File: src/aimbot_pkg.sv
`default_nettype none

package aimbot_pkg;

    // Camera and display geometry, in pixels and lines.
    localparam int CAM_W     = 8;
    localparam int CAM_H     = 4;
    localparam int DISP_W    = 2 * CAM_W;             // Both cameras side by side.
    localparam int FRAME_PIX = CAM_W * CAM_H;

    // Shared frame memory.
    localparam int MEM_DEPTH = 64;
    localparam int ADDR_W    = 6;
    localparam int CAM2_BASE = 32;                    // Camera 1 owns words 0 to 31.

    // Display timing.
    localparam int PIX_DIV   = 4;                     // Clocks per display pixel.
    localparam int H_BLANK   = 4;
    localparam int V_BLANK   = 1;
    localparam int PIPE_LAT  = 2 * PIX_DIV;           // Counter to display output delay.

    typedef enum logic {
        PH_HIGH,
        PH_LOW
    } byte_phase_t;

    typedef enum logic [1:0] {
        GNT_NONE,
        GNT_CAM1,
        GNT_CAM2,
        GNT_DISP
    } grant_t;

endpackage : aimbot_pkg

`default_nettype wire

File: src/cam_packer.sv
`timescale 1ns/1ps
`default_nettype none

module cam_packer
    import aimbot_pkg::*;
(
    input  wire               clk,
    input  wire               rst,
    input  wire               vsync,
    input  wire               byte_valid,
    input  wire  [7:0]        byte_data,
    input  wire  [ADDR_W-1:0] region_base,
    output logic              wr_stb,
    output logic [ADDR_W-1:0] wr_addr,
    output logic [15:0]       wr_data
);

    byte_phase_t       phase;
    logic [7:0]        hi_byte;
    logic [ADDR_W-1:0] pix_cnt;
    logic              pix_done;
    logic              frame_full;

    assign pix_done   = byte_valid && (phase == PH_LOW);          // Second byte of a pixel.
    assign frame_full = (pix_cnt >= ADDR_W'(FRAME_PIX));

    always_ff @(posedge clk) begin
        if (rst) begin
            phase   <= PH_HIGH;
            pix_cnt <= '0;
            wr_stb  <= 1'b0;
        end else begin
            wr_stb <= 1'b0;
            if (vsync) begin
                phase   <= PH_HIGH;
                pix_cnt <= '0;
            end else if (byte_valid) begin
                phase <= (phase == PH_HIGH) ? PH_LOW : PH_HIGH;
                if (pix_done && !frame_full) begin                // Extra pixels are dropped.
                    wr_stb  <= 1'b1;
                    pix_cnt <= pix_cnt + 1'b1;
                end
            end
        end
    end

    always_ff @(posedge clk) begin
        if (byte_valid && phase == PH_HIGH) begin
            hi_byte <= byte_data;
        end
        if (pix_done) begin
            wr_data <= {hi_byte, byte_data};
            wr_addr <= region_base + pix_cnt;
        end
    end

endmodule : cam_packer

`default_nettype wire

File: src/frame_arbiter.sv
`timescale 1ns/1ps
`default_nettype none

module frame_arbiter
    import aimbot_pkg::*;
(
    input  wire               clk,
    input  wire               rst,
    input  wire               cam1_stb,
    input  wire  [ADDR_W-1:0] cam1_addr,
    input  wire  [15:0]       cam1_data,
    input  wire               cam2_stb,
    input  wire  [ADDR_W-1:0] cam2_addr,
    input  wire  [15:0]       cam2_data,
    input  wire               disp_stb,
    input  wire  [ADDR_W-1:0] disp_addr,
    output logic              rd_valid,
    output logic [15:0]       rd_data,
    output logic              mem_we,
    output logic [ADDR_W-1:0] mem_addr,
    output logic [15:0]       mem_wdata,
    input  wire  [15:0]       mem_rdata,
    output logic              err
);

    // Slot 0 is camera 1, slot 1 camera 2, slot 2 the display.
    logic [2:0]        req_stb;
    logic [ADDR_W-1:0] req_addr  [3];
    logic [15:0]       req_data  [2];
    logic [2:0]        slot_v;
    logic [ADDR_W-1:0] slot_addr [3];
    logic [15:0]       slot_data [2];
    logic [2:0]        gnt_vec;
    grant_t            grant;
    grant_t            last;
    logic              rd_pend;

    assign req_stb     = {disp_stb, cam2_stb, cam1_stb};
    assign req_addr[0] = cam1_addr;
    assign req_addr[1] = cam2_addr;
    assign req_addr[2] = disp_addr;
    assign req_data[0] = cam1_data;
    assign req_data[1] = cam2_data;

    // Round-robin search, starting after the last owner.
    always_comb begin
        grant = GNT_NONE;
        case (last)
            GNT_CAM1: begin
                if (slot_v[1])      grant = GNT_CAM2;
                else if (slot_v[2]) grant = GNT_DISP;
                else if (slot_v[0]) grant = GNT_CAM1;
            end
            GNT_CAM2: begin
                if (slot_v[2])      grant = GNT_DISP;
                else if (slot_v[0]) grant = GNT_CAM1;
                else if (slot_v[1]) grant = GNT_CAM2;
            end
            default: begin
                if (slot_v[0])      grant = GNT_CAM1;
                else if (slot_v[1]) grant = GNT_CAM2;
                else if (slot_v[2]) grant = GNT_DISP;
            end
        endcase
    end

    assign gnt_vec = {grant == GNT_DISP, grant == GNT_CAM2, grant == GNT_CAM1};

    always_comb begin
        mem_we    = 1'b0;
        mem_addr  = slot_addr[0];
        mem_wdata = slot_data[0];
        case (grant)
            GNT_CAM1: mem_we = 1'b1;
            GNT_CAM2: begin
                mem_we    = 1'b1;
                mem_addr  = slot_addr[1];
                mem_wdata = slot_data[1];
            end
            GNT_DISP: mem_addr = slot_addr[2];
            default: ;
        endcase
    end

    always_ff @(posedge clk) begin
        if (rst) begin
            slot_v   <= '0;
            last     <= GNT_NONE;
            rd_pend  <= 1'b0;
            rd_valid <= 1'b0;
            err      <= 1'b0;
        end else begin
            for (int i = 0; i < 3; i++) begin
                if (req_stb[i]) begin
                    slot_v[i] <= 1'b1;
                end else if (gnt_vec[i]) begin
                    slot_v[i] <= 1'b0;
                end
            end
            if (|(req_stb & slot_v & ~gnt_vec)) begin
                err <= 1'b1;                                      // Sticky until reset.
            end
            if (grant != GNT_NONE) begin
                last <= grant;
            end
            rd_pend  <= (grant == GNT_DISP);                      // RAM output valid next cycle.
            rd_valid <= rd_pend;
        end
    end

    always_ff @(posedge clk) begin
        for (int i = 0; i < 3; i++) begin
            if (req_stb[i]) begin
                slot_addr[i] <= req_addr[i];
            end
        end
        for (int i = 0; i < 2; i++) begin
            if (req_stb[i]) begin
                slot_data[i] <= req_data[i];
            end
        end
        if (rd_pend) begin
            rd_data <= mem_rdata;
        end
    end

endmodule : frame_arbiter

`default_nettype wire

File: src/frame_mem.sv
`timescale 1ns/1ps
`default_nettype none

module frame_mem
    import aimbot_pkg::*;
(
    input  wire               clk,
    input  wire               we,
    input  wire  [ADDR_W-1:0] addr,
    input  wire  [15:0]       wdata,
    output logic [15:0]       rdata
);

    logic [15:0] mem [MEM_DEPTH];

    always_ff @(posedge clk) begin
        if (we) begin
            mem[addr] <= wdata;
        end
        rdata <= mem[addr];                                       // Old data on a write cycle.
    end

endmodule : frame_mem

`default_nettype wire

File: src/video_scanout.sv
`timescale 1ns/1ps
`default_nettype none

module video_scanout
    import aimbot_pkg::*;
(
    input  wire               clk,
    input  wire               rst,
    output logic              rd_stb,
    output logic [ADDR_W-1:0] rd_addr,
    input  wire               rd_valid,
    input  wire  [15:0]       rd_data,
    output logic              hsync,
    output logic              vsync,
    output logic              de,
    output logic              pix_stb,
    output logic [7:0]        r,
    output logic [7:0]        g,
    output logic [7:0]        b
);

    logic [$clog2(PIX_DIV)-1:0]         div;
    logic [$clog2(DISP_W+H_BLANK)-1:0]  col;
    logic [$clog2(CAM_H+V_BLANK)-1:0]   line;
    logic                               active;
    logic                               slot_start;
    logic [ADDR_W-1:0]                  addr_now;
    logic [3:0]                         tim_now;
    logic [PIPE_LAT-1:0][3:0]           tim_pipe;
    logic [15:0]                        rd_hold;
    logic [15:0]                        pix_q;

    assign active     = (col < DISP_W) && (line < CAM_H);
    assign slot_start = (div == 0);

    always_comb begin
        if (col < CAM_W) begin
            addr_now = ADDR_W'(line * CAM_W + col);
        end else begin
            addr_now = ADDR_W'(CAM2_BASE + line * CAM_W + col - CAM_W);
        end
    end

    always_ff @(posedge clk) begin
        if (rst) begin
            div  <= '0;
            col  <= '0;
            line <= '0;
        end else begin
            div <= div + 1'b1;
            if (div == PIX_DIV - 1) begin
                div <= '0;
                col <= col + 1'b1;
                if (col == DISP_W + H_BLANK - 1) begin
                    col  <= '0;
                    line <= (line == CAM_H + V_BLANK - 1) ? '0 : line + 1'b1;
                end
            end
        end
    end

    // Flags are {vsync, hsync, de, pix_stb}.
    assign tim_now = {line == CAM_H, col == DISP_W, active, active && slot_start};

    // Display runs PIPE_LAT behind the reads, past the worst read latency.
    always_ff @(posedge clk) begin
        if (rst) begin
            rd_stb   <= 1'b0;
            tim_pipe <= '0;
        end else begin
            rd_stb   <= active && slot_start;
            tim_pipe <= {tim_pipe[PIPE_LAT-2:0], tim_now};
        end
    end

    always_ff @(posedge clk) begin
        if (active && slot_start) begin
            rd_addr <= addr_now;
        end
        if (rd_valid) begin
            rd_hold <= rd_data;
        end
        if (tim_pipe[PIPE_LAT-2][0]) begin                        // Load as the slot opens.
            pix_q <= rd_hold;
        end
    end

    assign {vsync, hsync, de, pix_stb} = tim_pipe[PIPE_LAT-1];

    assign r = {pix_q[15:11], 3'b000};
    assign g = {pix_q[10:5], 2'b00};
    assign b = {pix_q[4:0], 3'b000};

endmodule : video_scanout

`default_nettype wire

File: src/aimbot_top.sv
`timescale 1ns/1ps
`default_nettype none

module aimbot_top
    import aimbot_pkg::*;
(
    input  wire        clk,
    input  wire        rst,
    input  wire        cam1_vsync,
    input  wire        cam1_byte_valid,
    input  wire  [7:0] cam1_byte_data,
    input  wire        cam2_vsync,
    input  wire        cam2_byte_valid,
    input  wire  [7:0] cam2_byte_data,
    output wire        hsync,
    output wire        vsync,
    output wire        de,
    output wire        pix_stb,
    output wire  [7:0] r,
    output wire  [7:0] g,
    output wire  [7:0] b,
    output wire        err
);

    logic              cam1_stb, cam2_stb, disp_stb;
    logic [ADDR_W-1:0] cam1_addr, cam2_addr, disp_addr;
    logic [15:0]       cam1_data, cam2_data;
    logic              rd_valid;
    logic [15:0]       rd_data;
    logic              mem_we;
    logic [ADDR_W-1:0] mem_addr;
    logic [15:0]       mem_wdata, mem_rdata;

    cam_packer u_cam1_packer (
        .clk        (clk            ),
        .rst        (rst            ),
        .vsync      (cam1_vsync     ),
        .byte_valid (cam1_byte_valid),
        .byte_data  (cam1_byte_data ),
        .region_base('0             ),
        .wr_stb     (cam1_stb       ),
        .wr_addr    (cam1_addr      ),
        .wr_data    (cam1_data      )
    );

    cam_packer u_cam2_packer (
        .clk        (clk              ),
        .rst        (rst              ),
        .vsync      (cam2_vsync       ),
        .byte_valid (cam2_byte_valid  ),
        .byte_data  (cam2_byte_data   ),
        .region_base(ADDR_W'(CAM2_BASE)),
        .wr_stb     (cam2_stb         ),
        .wr_addr    (cam2_addr        ),
        .wr_data    (cam2_data        )
    );

    frame_arbiter u_frame_arbiter (
        .clk      (clk      ),
        .rst      (rst      ),
        .cam1_stb (cam1_stb ),
        .cam1_addr(cam1_addr),
        .cam1_data(cam1_data),
        .cam2_stb (cam2_stb ),
        .cam2_addr(cam2_addr),
        .cam2_data(cam2_data),
        .disp_stb (disp_stb ),
        .disp_addr(disp_addr),
        .rd_valid (rd_valid ),
        .rd_data  (rd_data  ),
        .mem_we   (mem_we   ),
        .mem_addr (mem_addr ),
        .mem_wdata(mem_wdata),
        .mem_rdata(mem_rdata),
        .err      (err      )
    );

    frame_mem u_frame_mem (
        .clk  (clk      ),
        .we   (mem_we   ),
        .addr (mem_addr ),
        .wdata(mem_wdata),
        .rdata(mem_rdata)
    );

    video_scanout u_video_scanout (
        .clk     (clk      ),
        .rst     (rst      ),
        .rd_stb  (disp_stb ),
        .rd_addr (disp_addr),
        .rd_valid(rd_valid ),
        .rd_data (rd_data  ),
        .hsync   (hsync    ),
        .vsync   (vsync    ),
        .de      (de       ),
        .pix_stb (pix_stb  ),
        .r       (r        ),
        .g       (g        ),
        .b       (b        )
    );

endmodule : aimbot_top

`default_nettype wire

File: config.mk
export PLATFORM = sky130hd
export DESIGN_NAME = aimbot_top
export DESIGN_NICKNAME = d
export VERILOG_FILES = /design/src/aimbot_pkg.sv /design/src/cam_packer.sv /design/src/frame_arbiter.sv /design/src/frame_mem.sv /design/src/video_scanout.sv /design/src/aimbot_top.sv
export SDC_FILE = /design/constraint.sdc
export NUM_CORES = 1
export LEC_CHECK = 0
export BUFFER_PORTS_ARGS = -buffer_cell sky130_fd_sc_hd__buf_2
export CORE_MARGIN = 2
export CORE_UTILIZATION = 25
export CTS_BUF_LIST = sky130_fd_sc_hd__clkbuf_8
export CTS_CLUSTER_DIAMETER = 150
export CTS_CLUSTER_SIZE = 25
export DETAILED_ROUTE_END_ITERATION = 10
export PLACE_DENSITY = 0.45
export SYNTH_ARGS = -nofsm -noshare
export SYNTH_HDL_FRONTEND = slang
export SYNTH_SLANG_ARGS = --single-unit
File: constraint.sdc
create_clock -name clk -period 4.8 [get_ports clk]
set_input_delay 0.96 -clock clk [delete_from_list [all_inputs] [get_ports clk]]
set_output_delay 0.96 -clock clk [all_outputs]
set_load 0.1 [all_outputs]
### Yosys cells after proc, flatten, opt, wreduce, memory -nomap -nowiden

Memory sizes are Yosys's and may differ from the RTL's. A register that Yosys moved wholly into a read port is not among the register bits.
Cells that the tools add are included.
Widths: inputs -> output; s select.

* register bits after elaboration: 181
* memory bits (writable): 1074
* bits of input ports: 22
* output and inout port bits: 29
* memories kept: 3

* $add $sub $neg: 10
* $lt $le $gt $ge: 5
* equality and inequality tests: 9
* multiplexer cells: 34
* bitwise logic cells: 7
* reduce and logical (&&, ||, !) cells: 25

Memories
* u_frame_mem.mem: words 64, bits a word 16, rd ports 1, clocked after Yosys merged registers in 1, write ports 1, RTL line frame_mem.sv:14 `logic [15:0] mem [MEM_DEPTH];`
* u_frame_arbiter.slot_data: words 2, bits a word 16, rd ports 2, clocked after Yosys merged registers in 0, write ports 2, RTL line frame_arbiter.sv:32 `logic [15:0] slot_data [2];`
* u_frame_arbiter.slot_addr: words 3, bits a word 6, rd ports 3, clocked after Yosys merged registers in 0, write ports 3, RTL line frame_arbiter.sv:31 `logic [ADDR_W-1:0] slot_addr [3];`

Operator list (number)
* $mux 1: 20
* $mux 16: 1
* $mux 2: 8
* $add 6x1->6 const B: 2
* $add 6x5->6: 2
* $add 6x6->6 const A: 2
* $ge 6x6->1 const B: 2
* $pmux 6 s2: 1
* $eq 5x5->1 const B: 2
* $reduce_or 3->1: 3
* $eq 2x2->1 const B: 4
* $logic_and 1x1->1: 8
* $reduce_bool 2->1: 4
* $reduce_or 2->1: 4
* $and 3x3->3: 2
* $mux 6: 1
* $reduce_and 2->1: 3
* $sub 6x4->6 const B: 1
* $add 5x1->5 const B: 1
* $lt 5x4->1 const B: 1
* $lt 5x5->1 const B: 1
* $mux 5: 1
* $eq 2x1->1 const B: 2
* $not 1->1: 4
* other kinds (9): 10

### Depth between registers and ports, before layout

Gate-level depths: netlist (run 1).

* depth after elaboration: 9
* mapped depth: 18
* gate-level depth less buffers: 13

### Cells and area by module

From an unflattened synthesis (run 1), not the netlist that was laid out.

* cell total of the unflattened synthesis: 2788
* area, all modules: 47855.9 um2

By module, submodules not included
* frame_mem: instances 1, cells each 2264, area each 39480.4 um2
* cam_packer: instances 2, cells each 87, area each 1437.6 um2
* frame_arbiter: instances 1, cells each 162, area each 2778.9 um2
* video_scanout: instances 1, cells each 186, area each 2713.9 um2
* aimbot_top: instances 1, cells each 2, area each 7.5 um2

### Worst setup path before layout (run 1)

No wires, ideal clock.

* kind: reg2reg
* from: register u_frame_arbiter.last[0]
* to: memory u_frame_mem.mem[11][0] (enable)
* setup time: 388 ps
* arrival time: 3951 ps
* required time: 4412 ps
* setup slack: 461 ps
* stages on the path, launching flop included: 17
* buffers on the path: 5
* period minus slack after synthesis: 4339 ps
* cells stage by stage: dfxtp_1 inv_1 ha_1 mux2i_1 a211oi_1 inv_1 ha_1 buf_6 or3b_4 and2_1 buf_6 buf_6 buf_2 clkbuf_1 nor2_1 nand2_1 nor2_1

* longest elaborated chain between the ends: 7
* elaborated cells on any way between the ends: 11

Ends and longest elaborated chain
* start: declaration: RTL line frame_arbiter.sv:35 `grant_t last;`
* start signal: assignment: RTL line frame_arbiter.sv:104 `last <= grant;`
* $eq 2x2->1 / $eq 2x1->1 (equally long branches): RTL line frame_arbiter.sv:48 `case (last)`
* $pmux 2 s2 (*): RTL line frame_arbiter.sv:48
* via u_frame_arbiter.grant[0]: RTL line frame_arbiter.sv:34 `grant_t grant;`
* $eq 2x1->1 / $eq 2x2->1 (equally long branches): RTL line frame_arbiter.sv:73 `case (grant)`
* $reduce_or 2->1 (no source line)
* $mux 1: RTL line frame_arbiter.sv:73
* $mux 1: RTL line frame_mem.sv:17 `if (we) begin`
* $mux 1 (implied by the code): RTL line frame_mem.sv:18 `mem[addr] <= wdata;`
* end: declaration: RTL line frame_mem.sv:14

The timed path passes the listed nets; every way through them passes the cells marked *.

### Worst setup path in the final report (run 1)

* from: register u_frame_arbiter.last[0]
* to: register u_frame_mem.rdata[5] (read register of u_frame_mem.mem)

* longest elaborated chain between the ends: 4
* elaborated cells on any way between the ends: 6

Ends and longest elaborated chain
* $eq 2x2->1 / $eq 2x1->1 (equally long branches): RTL line frame_arbiter.sv:48
* $pmux 2 s2 (*): RTL line frame_arbiter.sv:48
* via u_frame_arbiter.grant[0]: RTL line frame_arbiter.sv:34
* $eq 2x2->1: RTL line frame_arbiter.sv:73
* $pmux 6 s2 (*): RTL line frame_arbiter.sv:73
* end: declaration: RTL line frame_mem.sv:11 `output logic [15:0] rdata`

Marked as above.
A chain may end at the register's enable or synchronous reset.

==> results of run 1 <==
cell usage in the layout (no fill, tap or decap), types with 25 or more instances in the layout:
cell / Yosys / final
buf_2: 55 / 42
dfxtp_1: 82 / 82
a221oi_1: 232 / 231
a21oi_1: 29 / 29
o22ai_1: 59 / 59
nor2b_1: 36 / 36
o22a_1: 115 / 114
buf_12: 0 / 50
nand2_1: 53 / 52
nor2_1: 108 / 105
a22oi_1: 122 / 120
mux2i_1: 25 / 25
mux2_2: 246 / 246
edfxtp_1: 1188 / 1188
inv_1: 22 / 68
clkbuf_8: 0 / 57
buf_4: 12 / 196
critical path, stage by stage (launching register included):
cell and delay, ns:
dfxtp_1 0.39, inv_1 0.06, ha_1 0.33, mux2i_1 0.13, a211oi_1 0.33, inv_1 0.11
ha_1 0.22, or3b_1 0.48, nand2_8 0.22, buf_12 0.23, buf_12 0.23, mux2_2 0.36
a221oi_1 0.52, o22a_1 0.32, o22ai_1 0.10, or4_1 0.39
report_power, final:
part / internal [W] / switching, W / leakage [nW] / total (W)
Combinational: 0.00119 / 0.00220 / 4.67 / 0.00339
Clock: 0.00113 / 0.00329 / 0.655 / 0.00442
Sequential: 0.0124 / 0.000122 / 11.4 / 0.0125
Total: 0.0147 / 0.00561 / 16.7 / 0.0203
final timing paths:
kind                                  start                                to  cells after the start
setup / recovery    u_frame_arbiter.last[0]              u_frame_mem.rdata[5]                     15
hold reg to reg   u_cam2_packer.wr_data[12]  u_frame_arbiter.slot_data[0][28]                      0
hold / removal            cam2_byte_data[6]          u_cam2_packer.wr_data[6]                      1
setup reg to reg    u_frame_arbiter.last[0]              u_frame_mem.rdata[5]                     15
repair_timing:
item	CTS	global route
endpoints found under the setup margin	16	37
buffers inserted	0	5
resized for setup	1	5
pin swaps	0	1
metrics by stage:
step | cells | setup WS (ns) | util | total power, W | hold WS [ns]
after floorplan | 2682 | 0.461 | - | 0.0145 | 0.386
after global placement | 5284 | 0.00384 | 0.278 | 0.0162 | 0.388
after detailed placement | 5284 | 0.0511 | 0.278 | 0.0162 | 0.389
after CTS | 5388 | 0.0517 | 0.283 | 0.0206 | 0.207
after global routing | 5394 | 0.000639 | 0.283 | 0.0211 | 0.243
final | 5394 | 0.205 | 0.283 | 0.0203 | 0.323
final cells by class:
| type | instances | area (um^2) | area share |
|---|---|---|---|
| inverters | 22 | 82.6 | 0.00153 |
| well taps | 2511 | 3140 | 0.0583 |
| repair buffers | 288 | 2680 | 0.0498 |
| clock inverters | 47 | 180 | 0.00334 |
| clock buffers | 57 | 785 | 0.0146 |
| diodes | 1 | 2.50 | 0.0000464 |
| flip-flops and latches | 1270 | 37300 | 0.692 |
| multi-input cells | 1198 | 9720 | 0.180 |
state kept, by name (all words and copies together) (netlist names), 8 cells and up:
| signal | flops |
|---|---|
| u_frame_mem.mem | 1024 |
| u_frame_arbiter.slot_data | 32 |
| u_video_scanout.tim_pipe | 28 |
| u_frame_arbiter.slot_addr | 18 |
| u_cam1_packer.wr_data | 16 |
| u_cam2_packer.wr_data | 16 |
| u_frame_arbiter.rd_data | 16 |
| u_frame_mem.rdata | 16 |
| u_video_scanout.pix_q | 16 |
| u_video_scanout.rd_hold | 16 |
| u_cam1_packer.hi_byte | 8 |
| u_cam2_packer.hi_byte | 8 |
cell families after synthesis:
kind of cell / count (synthesis) / synth area share
AO/OA/AOI/OAI: 617 / 0.102
XOR/XNOR: 14 / 0.00256
adder cells (fa/ha/maj): 21 / 0.00564
buffers and inverters: 214 / 0.0207
flip-flops: 1270 / 0.779
multiplexers: 272 / 0.0635
other: 1 / 0.0000783
AND/OR/NAND/NOR: 266 / 0.0266
per-layer routing:
layer  part of all wire  up-vias
met2               0.46      561
met5            0.00028        -
li1                   -    11200
met4              0.026        6
met3              0.047      134
met1               0.46    13400
==> flow_summary.html, run 1 <==
<table>
<tr><th>Metric</th><th>Value</th></tr>
<tr><th colspan="2">Cells and area</th></tr>
<tr><td>Layout cells sized above 1</td><td>0.212</td></tr>
<tr><td># nets final</td><td>2879</td></tr>
<tr><td>Final cell area excluding filler cells</td><td>53900 um^2</td></tr>
<tr><td>Layout area overhead</td><td>12.5%</td></tr>
<tr><td>Filler Cell Count</td><td>18900</td></tr>
<tr><th colspan="2">Global route</th></tr>
<tr><td>Overflow left after global routing</td><td>0</td></tr>
<tr><td>Met3 Resource Use GR</td><td>0.0208</td></tr>
<tr><td>Met1 Usage GRT</td><td>0.190</td></tr>
<tr><td>Via count of the first global-routing pass</td><td>25100</td></tr>
<tr><td>Total global-route track usage</td><td>0.135</td></tr>
<tr><td>Number of antenna violations at the first check in global routing</td><td>14</td></tr>
<tr><td>Most Crowded Layer GR</td><td>met2</td></tr>
<tr><td>Largest net degree at the start of global routing</td><td>65</td></tr>
<tr><td>Met2 Resource Use GR</td><td>0.217</td></tr>
<tr><td>Wire length of the first global-routing pass</td><td>193000 um</td></tr>
<tr><th colspan="2">Synthesis</th></tr>
<tr><td>Primary FF master, synth</td><td>edfxtp_1</td></tr>
<tr><td>Proportion of synthesized flip-flops having asynchronous set or reset</td><td>0</td></tr>
<tr><td>Sequential area share after synthesis</td><td>0.779</td></tr>
<tr><td>Synth warnings</td><td>0</td></tr>
<tr><td>Cell with the most instances after synthesis</td><td>edfxtp_1</td></tr>
<tr><td>Instance count of the mapped netlist</td><td>2675</td></tr>
<tr><td>Distinct cell type count after synthesis</td><td>55</td></tr>
<tr><td>Most area-hungry cell type in the Yosys netlist</td><td>edfxtp_1</td></tr>
<tr><td>Syn_area_per_cell</td><td>17.9 um^2</td></tr>
<tr><td>#FFs+latches synth</td><td>1270</td></tr>
<tr><td>Commonest cells post-synth</td><td>edfxtp_1 (1188), mux2_2 (246), a221oi_1 (232), a22oi_1 (122), o22a_1 (115)</td></tr>
<tr><td>Total standard cell area after synthesis</td><td>47900 um^2</td></tr>
<tr><td>Share of Yosys cell area claimed by the top area cell type</td><td>0.745</td></tr>
<tr><td>Number of enable flip-flop cells after synthesis</td><td>1188</td></tr>
<tr><td>Area contributors post-synth</td><td>edfxtp_1 (74%), mux2_2 (5.8%), a221oi_1 (4.2%)</td></tr>
<tr><th colspan="2">Run</th></tr>
<tr><td>Max cap viols</td><td>0</td></tr>
<tr><th colspan="2">STA</th></tr>
<tr><td>Fin. Hold Viols</td><td>0</td></tr>
<tr><td>Unrepaired setup endpoints after global routing</td><td>no</td></tr>
<tr><td>Measured slew at the worst slew-check pin</td><td>1.16 ns</td></tr>
<tr><td>Period minus WS final</td><td>4.60 ns</td></tr>
<tr><td>Fmax</td><td>218 MHz</td></tr>
<tr><td>Number of pins with negative max-slew slack in the final report</td><td>0</td></tr>
<tr><td>Post-route clock period utilization</td><td>0.957</td></tr>
<tr><td>Final total negative setup slack</td><td>0 ns</td></tr>
<tr><td>Worst slew margin relative to its limit</td><td>0.226</td></tr>
<tr><td>Clock Skew</td><td>0.0352 ns</td></tr>
<tr><td># setup viols final</td><td>0</td></tr>
<tr><th colspan="2">Min path</th></tr>
<tr><td>Path category of the worst min-delay check</td><td>input pin to flop</td></tr>
<tr><th colspan="2">Critical path</th></tr>
<tr><td>Crit path launch type</td><td>flop</td></tr>
<tr><td>Crit end category</td><td>flop</td></tr>
<tr><td>Setup slack of the most critical reg-to-reg path</td><td>0.20 ns</td></tr>
<tr><td>Worst Path Max Fanout</td><td>26</td></tr>
<tr><td>Setup CP Type</td><td>flop to flop</td></tr>
<tr><td>Data required time at the worst endpoint</td><td>5.52 ns</td></tr>
<tr><td>Critical path data arrival time</td><td>5.31 ns</td></tr>
<tr><th colspan="2">Routing</th></tr>
<tr><td>Remaining design rule violation count</td><td>0</td></tr>
<tr><td>Detailed-router iteration count before antenna repair</td><td>5</td></tr>
<tr><td>Wire length per cell after detailed routing</td><td>25.2 um</td></tr>
<tr><td>Via count</td><td>25200</td></tr>
<tr><td>Number of nets still failing antenna checks after routing</td><td>0</td></tr>
<tr><td>Total detailed-routing wirelength</td><td>136000 um</td></tr>
<tr><td>First-iteration detailed-routing DRC count</td><td>2557</td></tr>
<tr><td>Detailed-route vias per instance</td><td>4.68</td></tr>
<tr><th colspan="2">Die</th></tr>
<tr><td>Initial cell density of the core</td><td>0.252</td></tr>
<tr><td>Vertical extent of the die</td><td>442 um</td></tr>
<tr><td>Horizontal die dimension</td><td>442 um</td></tr>
<tr><td>I/O pins</td><td>51</td></tr>
<tr><td>Area enclosed by the die boundary</td><td>195000 um^2</td></tr>
<tr><td>Core ar.</td><td>190000 um^2</td></tr>
<tr><td>Total number of placement rows</td><td>160</td></tr>
<tr><th colspan="2">Clock tree</th></tr>
<tr><td>Clock-pin slew of the registers on the worst-case setup and hold paths</td><td>0.16 ns</td></tr>
<tr><td>CTS tree</td><td>yes</td></tr>
<tr><td>Number of sinks on the clock net</td><td>1270</td></tr>
<tr><td>Worst-Skew Late Latency</td><td>0.84 ns</td></tr>
<tr><td>Number of hold buffers added after cts</td><td>0</td></tr>
<tr><td>Buffer levels on the longest clock path</td><td>3</td></tr>
<tr><td>Number of levels in the clock H-tree</td><td>2</td></tr>
<tr><td>Root buffer cell</td><td>clkbuf_8</td></tr>
<tr><td>Cts bufs inserted</td><td>56</td></tr>
<tr><th colspan="2">Place</th></tr>
<tr><td>Instance area after placement</td><td>52900 um^2</td></tr>
<tr><td>Global placement routability congestion</td><td>0.795</td></tr>
<tr><td>Half-perimeter wire length after detailed placement</td><td>82500 um</td></tr>
<tr><td>I/O Buffers</td><td>42</td></tr>
<tr><th colspan="2">Run status</th></tr>
<tr><td>Status</td><td>complete, no violations</td></tr>
<tr><th colspan="2">Power</th></tr>
<tr><td>Leakage dissipation</td><td>16.7 nW</td></tr>
<tr><td>Power per unit of standard cell area</td><td>377 nW/um^2</td></tr>
<tr><td>Largest voltage drop on the vdd net</td><td>0.000217 V</td></tr>
</table>
Note: power is estimated with default switching activity, not from simulation.
==> inputs of run 2 (changes only) <==
- SYNTH_HIERARCHICAL: unset -> 1
==> run 2 against run 1 <==
Effect of this change: setup slack worse by 0.040 ns; first-iteration DRC count increased by 9.2%; sequential power is essentially flat; total power down 1.5%; clock power about the same; register-to-register slack worse by 0.04 ns; routed wire length grew 1.4%; die area down 0.12%; synthesized cell count rose by 4.2%; combinational power is 9.7% lower; utilization about the same; synthesized area fell by 0.13%; largest cell class unchanged.
==> flow_summary.html, run 2 <==
<table>
<tr><th>Metric</th><th>Value</th></tr>
<tr><th colspan="2">Clock tree</th></tr>
<tr><td>Clock-pin slew of the registers on the worst-case setup and hold paths</td><td>0.15 ns (was 0.16 ns)</td></tr>
<tr><td>Number of sinks on the clock net</td><td>1270 (unchanged)</td></tr>
<tr><td>Root buffer cell</td><td>clkbuf_8 (unchanged)</td></tr>
<tr><td>Buffer levels on the longest clock path</td><td>3 (unchanged)</td></tr>
<tr><td>CTS tree</td><td>yes (unchanged)</td></tr>
<tr><td>Cts bufs inserted</td><td>56 (unchanged)</td></tr>
<tr><td>Number of levels in the clock H-tree</td><td>2 (unchanged)</td></tr>
<tr><td>Worst-Skew Late Latency</td><td>0.85 ns (was 0.84 ns)</td></tr>
<tr><th colspan="2">Critical path</th></tr>
<tr><td>Critical path data arrival time</td><td>5.35 ns (was 5.31 ns)</td></tr>
<tr><td>Crit path launch type</td><td>flop (unchanged)</td></tr>
<tr><td>Data required time at the worst endpoint</td><td>5.51 ns (was 5.52 ns)</td></tr>
<tr><td>Crit end category</td><td>flop (unchanged)</td></tr>
<tr><td>Setup CP Type</td><td>flop to flop (unchanged)</td></tr>
<tr><td>Worst Path Max Fanout</td><td>22 (was 26)</td></tr>
<tr><td>Setup slack of the most critical reg-to-reg path</td><td>0.16 ns (was 0.20 ns)</td></tr>
<tr><th colspan="2">Routing</th></tr>
<tr><td>Total detailed-routing wirelength</td><td>138000 um (was 136000 um)</td></tr>
<tr><td>Remaining design rule violation count</td><td>0 (unchanged)</td></tr>
<tr><td>Via count</td><td>26200 (was 25200)</td></tr>
<tr><td>Wire length per cell after detailed routing</td><td>24.9 um (was 25.2 um)</td></tr>
<tr><td>Detailed-route vias per instance</td><td>4.72 (was 4.68)</td></tr>
<tr><td>First-iteration detailed-routing DRC count</td><td>2793 (was 2557)</td></tr>
<tr><td>Detailed-router iteration count before antenna repair</td><td>6 (was 5)</td></tr>
<tr><td>Number of nets still failing antenna checks after routing</td><td>0 (unchanged)</td></tr>
<tr><th colspan="2">Synthesis</th></tr>
<tr><td>Share of Yosys cell area claimed by the top area cell type</td><td>0.745 (about the same)</td></tr>
<tr><td>Sequential area share after synthesis</td><td>0.780 (was 0.779)</td></tr>
<tr><td>Commonest cells post-synth</td><td>edfxtp_1 (1188), a22oi_1 (196), nor2_1 (185), mux2i_1 (158), a221oi_1 (106) (was edfxtp_1 (1188), mux2_2 (246), a221oi_1 (232), a22oi_1 (122), o22a_1 (115))</td></tr>
<tr><td>Instance count of the mapped netlist</td><td>2788 (was 2675)</td></tr>
<tr><td>Syn_area_per_cell</td><td>17.2 um^2 (was 17.9 um^2)</td></tr>
<tr><td>Proportion of synthesized flip-flops having asynchronous set or reset</td><td>0 (unchanged)</td></tr>
<tr><td>Cell with the most instances after synthesis</td><td>edfxtp_1 (unchanged)</td></tr>
<tr><td>Dominant combinational cell family by area after synthesis</td><td>compound AO/OA/AOI/OAI gates (unchanged)</td></tr>
<tr><td>#FFs+latches synth</td><td>1270 (unchanged)</td></tr>
<tr><td>Synth warnings</td><td>6 (was 0)</td></tr>
<tr><td>Area contributors post-synth</td><td>edfxtp_1 (75%), dfxtp_1 (3.4%), mux2i_1 (3.3%) (was edfxtp_1 (74%), mux2_2 (5.8%), a221oi_1 (4.2%))</td></tr>
<tr><td>Most area-hungry cell type in the Yosys netlist</td><td>edfxtp_1 (unchanged)</td></tr>
<tr><td>Primary FF master, synth</td><td>edfxtp_1 (unchanged)</td></tr>
<tr><td>Distinct cell type count after synthesis</td><td>74 (was 55)</td></tr>
<tr><td>Number of enable flip-flop cells after synthesis</td><td>1188 (unchanged)</td></tr>
<tr><td>Share of the synthesized area in compound gates (AO/OA/AOI/OAI)</td><td>0.102 (about the same)</td></tr>
<tr><td>XOR/XNOR share of the synthesized area</td><td>0.00439 (was 0.00256)</td></tr>
<tr><td>Total standard cell area after synthesis</td><td>47900 um^2 (about the same)</td></tr>
<tr><td>Adder and majority cell fraction of the synthesized area</td><td>0.00936 (was 0.00564)</td></tr>
<tr><td>Share of synthesized cell area in and, or, nand and nor gates</td><td>0.0378 (was 0.0266)</td></tr>
<tr><td>Share of cell area taken by muxes after synthesis</td><td>0.0443 (was 0.0635)</td></tr>
<tr><th colspan="2">Place</th></tr>
<tr><td>Placed Cells incl. Taps</td><td>5424 (was 5284)</td></tr>
<tr><td>Global placement routability congestion</td><td>0.847 (was 0.795)</td></tr>
<tr><td>Half-perimeter wire length after detailed placement</td><td>87200 um (was 82500 um)</td></tr>
<tr><td>I/O Buffers</td><td>42 (unchanged)</td></tr>
<tr><th colspan="2">Run status</th></tr>
<tr><td>Status</td><td>complete, no violations (unchanged)</td></tr>
<tr><th colspan="2">Die</th></tr>
<tr><td>I/O pins</td><td>51 (unchanged)</td></tr>
<tr><td>Horizontal die dimension</td><td>442 um (about the same)</td></tr>
<tr><td>Total number of placement rows</td><td>160 (unchanged)</td></tr>
<tr><td>Area enclosed by the die boundary</td><td>195000 um^2 (about the same)</td></tr>
<tr><td>Vertical extent of the die</td><td>442 um (about the same)</td></tr>
<tr><td>Core ar.</td><td>190000 um^2 (about the same)</td></tr>
<tr><td>Initial cell density of the core</td><td>0.252 (about the same)</td></tr>
<tr><th colspan="2">STA</th></tr>
<tr><td>Number of pins with negative max-slew slack in the final report</td><td>0 (unchanged)</td></tr>
<tr><td>Measured slew at the worst slew-check pin</td><td>1.21 ns (was 1.16 ns)</td></tr>
<tr><td>Period minus WS final</td><td>4.64 ns (was 4.60 ns)</td></tr>
<tr><td>Minimum hold slack</td><td>0.297 ns (was 0.323 ns)</td></tr>
<tr><td>Fin. Hold Viols</td><td>0 (unchanged)</td></tr>
<tr><td>Worst slew margin relative to its limit</td><td>0.193 (was 0.226)</td></tr>
<tr><td>Unrepaired setup endpoints after global routing</td><td>no (unchanged)</td></tr>
<tr><td>Clock Skew</td><td>0.0473 ns (was 0.0352 ns)</td></tr>
<tr><td>Post-route clock period utilization</td><td>0.966 (was 0.957)</td></tr>
<tr><td>Fmax</td><td>216 MHz (was 218 MHz)</td></tr>
<tr><td># setup viols final</td><td>0 (unchanged)</td></tr>
<tr><th colspan="2">Global route</th></tr>
<tr><td>Overflow left after global routing</td><td>0 (unchanged)</td></tr>
<tr><td>Total global-route track usage</td><td>0.138 (was 0.135)</td></tr>
<tr><td>Largest net degree at the start of global routing</td><td>65 (unchanged)</td></tr>
<tr><td>Number of antenna violations at the first check in global routing</td><td>8 (was 14)</td></tr>
<tr><td>Via count of the first global-routing pass</td><td>25400 (was 25100)</td></tr>
<tr><td>Wire length of the first global-routing pass</td><td>195000 um (was 193000 um)</td></tr>
<tr><th colspan="2">Cells and area</th></tr>
<tr><td>Leading cell type in the layout, fill and taps excluded</td><td>edfxtp_1 (unchanged)</td></tr>
<tr><td># nets final</td><td>3032 (was 2879)</td></tr>
<tr><td>Layout area overhead</td><td>12.5% (about the same)</td></tr>
<tr><td>Leading cell types in the layout, fill and taps excluded</td><td>edfxtp_1 (1188), buf_4 (217), a22oi_1 (191), nor2_1 (181), mux2i_1 (158) (was edfxtp_1 (1188), mux2_2 (246), a221oi_1 (231), buf_4 (196), a22oi_1 (120))</td></tr>
<tr><td>Layout cells sized above 1</td><td>0.148 (was 0.212)</td></tr>
<tr><td>Flip-flop count of the largest register, all copies and words added</td><td>1024 (unchanged)</td></tr>
<tr><td>Number of standard cells in the layout, taps in and fillers out</td><td>5540 (was 5394)</td></tr>
<tr><td>Filler Cell Count</td><td>19100 (was 18900)</td></tr>
<tr><td>Top reg by flops</td><td>u_frame_mem/mem (was u_frame_mem.mem)</td></tr>
<tr><td>Registers with the most flip-flops</td><td>u_frame_mem/mem x1024, u_frame_arbiter/slot_data x32, u_video_scanout/tim_pipe x28 (was u_frame_mem.mem x1024, u_frame_arbiter.slot_data x32, u_video_scanout.tim_pipe x28)</td></tr>
<tr><th colspan="2">Power</th></tr>
<tr><td>Power per unit of standard cell area</td><td>372 nW/um^2 (was 377 nW/um^2)</td></tr>
<tr><td>Power consumption</td><td>0.0200 W (was 0.0203 W)</td></tr>
<tr><td>Largest voltage drop on the vdd net</td><td>0.000203 V (was 0.000217 V)</td></tr>
<tr><td>Leakage dissipation</td><td>17.1 nW (was 16.7 nW)</td></tr>
<tr><th colspan="2">Run</th></tr>
<tr><td>Max cap viols</td><td>0 (unchanged)</td></tr>
<tr><th colspan="2">Min path</th></tr>
<tr><td>Path category of the worst min-delay check</td><td>input pin to flop (unchanged)</td></tr>
</table>
## run 2: kinds of logic after synthesis
family / count (synthesis)
muxes: 200
DFF: 1270
adders and majority gates: 34
AOI/OAI and AO/OA: 673
and+or+nand+nor: 379
buffers and inverters: 205
xor gates and xnor gates: 24
other: 3
## run 2: path summary, 6_finish.rpt
path	start	cells after the start	end
setup reg to reg	u_frame_arbiter/last[0]	15	u_frame_mem/rdata[0]
setup / recovery	u_frame_arbiter/last[0]	15	u_frame_mem/rdata[0]
hold / removal	cam1_byte_data[2]	1	u_cam1_packer/hi_byte[2]
hold reg to reg	u_cam2_packer/hi_byte[5]	0	u_cam2_packer/wr_data[13]
## run 2: critical path: stages, from the launching register on
cell and delay (ns):
dfxtp_1 0.39, inv_1 0.06, ha_1 0.35, o21ai_0 0.28
and2_1 0.23, ha_2 0.32, buf_4 0.19, a211oi_2 0.05
a21oi_4 0.35, buf_12 0.24, inv_2 0.18, and2_1 0.23
buf_12 0.18, a222oi_1 0.64, o22ai_1 0.20, or4_1 0.56
## run 2: per-stage QoR
| step | cell area (um^2) | util | setup WS [ns] | setup TNS, ns |
|---|---|---|---|---|
| finish | 53800 | 0.283 | 0.165 | 0 |
| global route | 53800 | 0.283 | 0.0238 | 0 |
| CTS | 53700 | 0.282 | 0.00433 | 0 |
| detailed placement | 52700 | 0.277 | -0.532 | -0.998 |
| global placement | 52700 | 0.277 | -0.685 | -1.74 |
| floorplan | 47900 | - | 0.424 | 0 |
## run 2: per-layer routing
layer  part of all wire  vias up  global-route usage
met4              0.017        0              0.0252
met5                  0        -                   0
met1               0.47    13800               0.205
li1                   -    11500                   -
met2               0.45      761               0.215
met3              0.054      113              0.0180
## run 2: area by class of cell
| cell class | count | area, um^2 | area share |
|---|---|---|---|
| Tap cell | 2511 | 3140 | 0.0584 |
| Clock buffer | 56 | 771 | 0.0143 |
| Antenna cell | 7 | 17.5 | 0.000325 |
| Timing Repair Buffer | 293 | 2510 | 0.0465 |
| Inverter | 21 | 78.8 | 0.00146 |
| Multi-Input combinational cell | 1334 | 9810 | 0.182 |
| Sequential cell | 1270 | 37300 | 0.693 |
| Clock inverter | 48 | 198 | 0.00367 |
## run 2: where the power goes
| group | internal (W) | total, W | switching [W] |
|---|---|---|---|
| clock | 0.00112 | 0.00443 | 0.00331 |
| sequential | 0.0124 | 0.0125 | 0.000147 |
| combinational | 0.000956 | 0.00306 | 0.00211 |
| total | 0.0145 | 0.0200 | 0.00556 |
## run 2: repair_timing
action / 4_1_cts / 5_1_grt
hold buffers: 0 / 0
setup endpoints to repair: 5 / 132
pin swaps: 0 / 6
cloned: 0 / 2
resized for setup: 9 / 25
buffers inserted: 0 / 3
==> inputs of run 3 (changes only) <==
==> constraint.sdc (replaced) <==
create_clock -name clk -period 4.8 [get_ports clk]
set_input_delay 0.48 -clock clk [delete_from_list [all_inputs] [get_ports clk]]
set_output_delay 0.48 -clock clk [all_outputs]
set_load 0.1 [all_outputs]
==> run 3 against run 2 <==
Effect of this change: via count barely moved; first-iteration DRC count is 1.3% lower; critical path depth is the same; routed wire length is essentially flat; hold slack got worse by 0.080 ns; maximum frequency decreased by 0.69%; critical path type unchanged; largest power group unchanged.
==> flow_summary.html, run 3 (synthesized netlist as in run 2, its figures left out) <==
<table>
<tr><th>Metric</th><th>Value</th></tr>
<tr><th colspan="2">Critical path</th></tr>
<tr><td>Worst Path Max Fanout</td><td>22 (unchanged)</td></tr>
<tr><td>Setup slack of the most critical reg-to-reg path</td><td>0.13 ns (was 0.16 ns)</td></tr>
<tr><td>FF-to-FF End</td><td>u_frame_mem/rdata[0] (unchanged)</td></tr>
<tr><td>Crit end category</td><td>flop (unchanged)</td></tr>
<tr><td>Critical R2R Launch</td><td>u_frame_arbiter/last[0] (unchanged)</td></tr>
<tr><td>Setup CP Type</td><td>flop to flop (unchanged)</td></tr>
<tr><td>Crit path capture</td><td>u_frame_mem/rdata[0] (unchanged)</td></tr>
<tr><td>Critical path data arrival time</td><td>5.37 ns (was 5.35 ns)</td></tr>
<tr><td>Crit path launch type</td><td>flop (unchanged)</td></tr>
<tr><td>Launching element of the worst setup path</td><td>u_frame_arbiter/last[0] (unchanged)</td></tr>
<tr><td>Data required time at the worst endpoint</td><td>5.50 ns (was 5.51 ns)</td></tr>
<tr><td>Worst reg2reg path depth</td><td>15 (unchanged)</td></tr>
<tr><th colspan="2">Routing</th></tr>
<tr><td>Detailed-router iteration count before antenna repair</td><td>5 (was 6)</td></tr>
<tr><td>Wire length per cell after detailed routing</td><td>24.8 um (was 24.9 um)</td></tr>
<tr><td>Via count</td><td>26200 (about the same)</td></tr>
<tr><td>Remaining design rule violation count</td><td>0 (unchanged)</td></tr>
<tr><td>Number of nets still failing antenna checks after routing</td><td>0 (unchanged)</td></tr>
<tr><td>First-iteration detailed-routing DRC count</td><td>2758 (was 2793)</td></tr>
<tr><td>Total detailed-routing wirelength</td><td>138000 um (about the same)</td></tr>
<tr><td>Detailed-route vias per instance</td><td>4.70 (was 4.72)</td></tr>
<tr><th colspan="2">Cells and area</th></tr>
<tr><td>Leading cell type in the layout, fill and taps excluded</td><td>edfxtp_1 (unchanged)</td></tr>
<tr><td># nets final</td><td>3054 (was 3032)</td></tr>
<tr><td>Final cell area excluding filler cells</td><td>54100 um^2 (was 53800 um^2)</td></tr>
<tr><td>Layout cells sized above 1</td><td>0.147 (was 0.148)</td></tr>
<tr><td>Top reg by flops</td><td>u_frame_mem/mem (unchanged)</td></tr>
<tr><td>Registers with the most flip-flops</td><td>u_frame_mem/mem x1024, u_frame_arbiter/slot_data x32, u_video_scanout/tim_pipe x28 (unchanged)</td></tr>
<tr><td>Leading cell types in the layout, fill and taps excluded</td><td>edfxtp_1 (1188), buf_4 (217), a22oi_1 (191), nor2_1 (181), mux2i_1 (158) (unchanged)</td></tr>
<tr><td>Final core utilization</td><td>0.284 (was 0.283)</td></tr>
<tr><td>Flip-flop count of the largest register, all copies and words added</td><td>1024 (unchanged)</td></tr>
<tr><td>Filler Cell Count</td><td>19000 (was 19100)</td></tr>
<tr><td>Layout area overhead</td><td>13.0% (was 12.5%)</td></tr>
<tr><th colspan="2">Place</th></tr>
<tr><td>I/O Buffers</td><td>42 (unchanged)</td></tr>
<tr><td>Half-perimeter wire length after detailed placement</td><td>87200 um (unchanged)</td></tr>
<tr><td>Instance area after placement</td><td>52700 um^2 (unchanged)</td></tr>
<tr><td>Worst setup slack after placement</td><td>-0.532 ns (unchanged)</td></tr>
<tr><td>Global placement routability congestion</td><td>0.847 (unchanged)</td></tr>
<tr><th colspan="2">Clock tree</th></tr>
<tr><td>Clock-pin slew of the registers on the worst-case setup and hold paths</td><td>0.15 ns (about the same)</td></tr>
<tr><td>Number of levels in the clock H-tree</td><td>2 (unchanged)</td></tr>
<tr><td>CTS tree</td><td>yes (unchanged)</td></tr>
<tr><td>Cts bufs inserted</td><td>56 (unchanged)</td></tr>
<tr><td>Root buffer cell</td><td>clkbuf_8 (unchanged)</td></tr>
<tr><td>Number of sinks on the clock net</td><td>1270 (unchanged)</td></tr>
<tr><td>Worst-Skew Late Latency</td><td>0.85 ns (about the same)</td></tr>
<tr><td>Buffer levels on the longest clock path</td><td>3 (unchanged)</td></tr>
<tr><th colspan="2">Global route</th></tr>
<tr><td>Number of antenna violations at the first check in global routing</td><td>7 (was 8)</td></tr>
<tr><td>Via count of the first global-routing pass</td><td>25400 (about the same)</td></tr>
<tr><td>Total global-route track usage</td><td>0.138 (about the same)</td></tr>
<tr><td>Wire length of the first global-routing pass</td><td>195000 um (about the same)</td></tr>
<tr><td>Overflow left after global routing</td><td>0 (unchanged)</td></tr>
<tr><td>Largest net degree at the start of global routing</td><td>65 (unchanged)</td></tr>
<tr><th colspan="2">STA</th></tr>
<tr><td>Measured slew at the worst slew-check pin</td><td>1.23 ns (was 1.21 ns)</td></tr>
<tr><td>Worst slew margin relative to its limit</td><td>0.177 (was 0.193)</td></tr>
<tr><td>Minimum hold slack</td><td>0.217 ns (was 0.297 ns)</td></tr>
<tr><td>Fmax</td><td>214 MHz (was 216 MHz)</td></tr>
<tr><td>Minimum setup slack in the final design</td><td>0.133 ns (was 0.165 ns)</td></tr>
<tr><td>Fin. Hold Viols</td><td>0 (unchanged)</td></tr>
<tr><td>Clock Skew</td><td>0.0426 ns (was 0.0473 ns)</td></tr>
<tr><td># setup viols final</td><td>0 (unchanged)</td></tr>
<tr><td>Post-route clock period utilization</td><td>0.972 (was 0.966)</td></tr>
<tr><td>Period minus WS final</td><td>4.67 ns (was 4.64 ns)</td></tr>
<tr><td>Unrepaired setup endpoints after global routing</td><td>no (unchanged)</td></tr>
<tr><td>Number of pins with negative max-slew slack in the final report</td><td>0 (unchanged)</td></tr>
<tr><th colspan="2">Die</th></tr>
<tr><td>Initial cell density of the core</td><td>0.252 (unchanged)</td></tr>
<tr><td>Core ar.</td><td>190000 um^2 (unchanged)</td></tr>
<tr><td>Vertical extent of the die</td><td>442 um (unchanged)</td></tr>
<tr><td>Horizontal die dimension</td><td>442 um (unchanged)</td></tr>
<tr><td>I/O pins</td><td>51 (unchanged)</td></tr>
<tr><td>Area enclosed by the die boundary</td><td>195000 um^2 (unchanged)</td></tr>
<tr><td>Total number of placement rows</td><td>160 (unchanged)</td></tr>
<tr><th colspan="2">Run</th></tr>
<tr><td>Max cap viols</td><td>0 (unchanged)</td></tr>
<tr><th colspan="2">Min path</th></tr>
<tr><td>Path category of the worst min-delay check</td><td>input pin to flop (unchanged)</td></tr>
<tr><td>Hold Crit Start</td><td>rst (was cam1_byte_data[2])</td></tr>
<tr><th colspan="2">Power</th></tr>
<tr><td>Power per unit of standard cell area</td><td>370 nW/um^2 (was 372 nW/um^2)</td></tr>
<tr><td>Leakage dissipation</td><td>17.1 nW (about the same)</td></tr>
<tr><td>Largest voltage drop on the vdd net</td><td>0.000205 V (was 0.000203 V)</td></tr>
<tr><td>Power consumption</td><td>0.0200 W (about the same)</td></tr>
<tr><th colspan="2">Run status</th></tr>
<tr><td>Status</td><td>complete, no violations (unchanged)</td></tr>
</table>
==> run 3: worst min path at each step <==
stage | endpoint | slack (ns) | cells past startpoint
3_5_place_dp | u_cam2_packer/wr_data[12] | 0.40 | 0
4_1_cts | u_frame_arbiter/slot_v[2] | 0.16 | 3
3_3_place_gp | u_frame_arbiter/slot_data[0][30] | 0.40 | 0
2_1_floorplan | u_frame_arbiter/rd_data[0] | 0.39 | 0
5_1_grt | u_frame_arbiter/slot_v[2] | 0.22 | 3
6_report | u_video_scanout/col[1] | 0.22 | 3
==> run 3: report_power, final <==
group / leakage [nW] / total (W) / internal [W] / switching [W]
clock network: 0.655 / 0.00442 / 0.00112 / 0.00330
registers: 11.4 / 0.0125 / 0.0124 / 0.000145
logic: 5.11 / 0.00307 / 0.000967 / 0.00210
==> run 3: per-layer routing <==
metal / up-vias / wire length, um / global-route usage
met5: - / 0 / 0
met4: 0 / 2230 / 0.0252
met3: 113 / 7920 / 0.0179
met2: 748 / 62800 / 0.216
met1: 13800 / 65000 / 0.205
li1: 11500 / - / -
==> run 3: through the flow <==
stage,cells,TNS (ns)
final,5563,0
after global routing,5556,0
after CTS,5550,0
after detailed placement,5424,-0.998
after global placement,5423,-1.74
after floorplan,2807,0
==> run 3: worst max-delay path, stage by stage (launching register included) <==
cell and delay [ns]:
dfxtp_1 0.39, inv_1 0.06, ha_1 0.35, o21ai_0 0.28
and2_1 0.23, ha_2 0.32, buf_4 0.19, a211oi_2 0.05
a21oi_4 0.35, buf_12 0.24, inv_2 0.18, and2_1 0.23
buf_12 0.17, a222oi_1 0.68, o22ai_1 0.20, or4_1 0.56
==> run 3: timing repair <==
action / 4_1_cts / 5_1_grt
hold buffers: 22 / 0
resized for setup: 9 / 25
cloned: 0 / 2
setup endpoints to repair: 5 / 132
hold endpoints to repair: 48 / 0
setup buffers: 0 / 3
pin swaps: 0 / 6
==> run 3: layout make-up <==
class,count,area [um^2],share of cell area
tap,2511,3140,0.0581
antenna,8,20.0,0.000370
multi-input combinational,1334,9810,0.181
inverter,21,78.8,0.00146
clock inverter,48,198,0.00366
sequential,1270,37300,0.690
clock buffer,56,771,0.0143
timing repair buffer,315,2730,0.0504
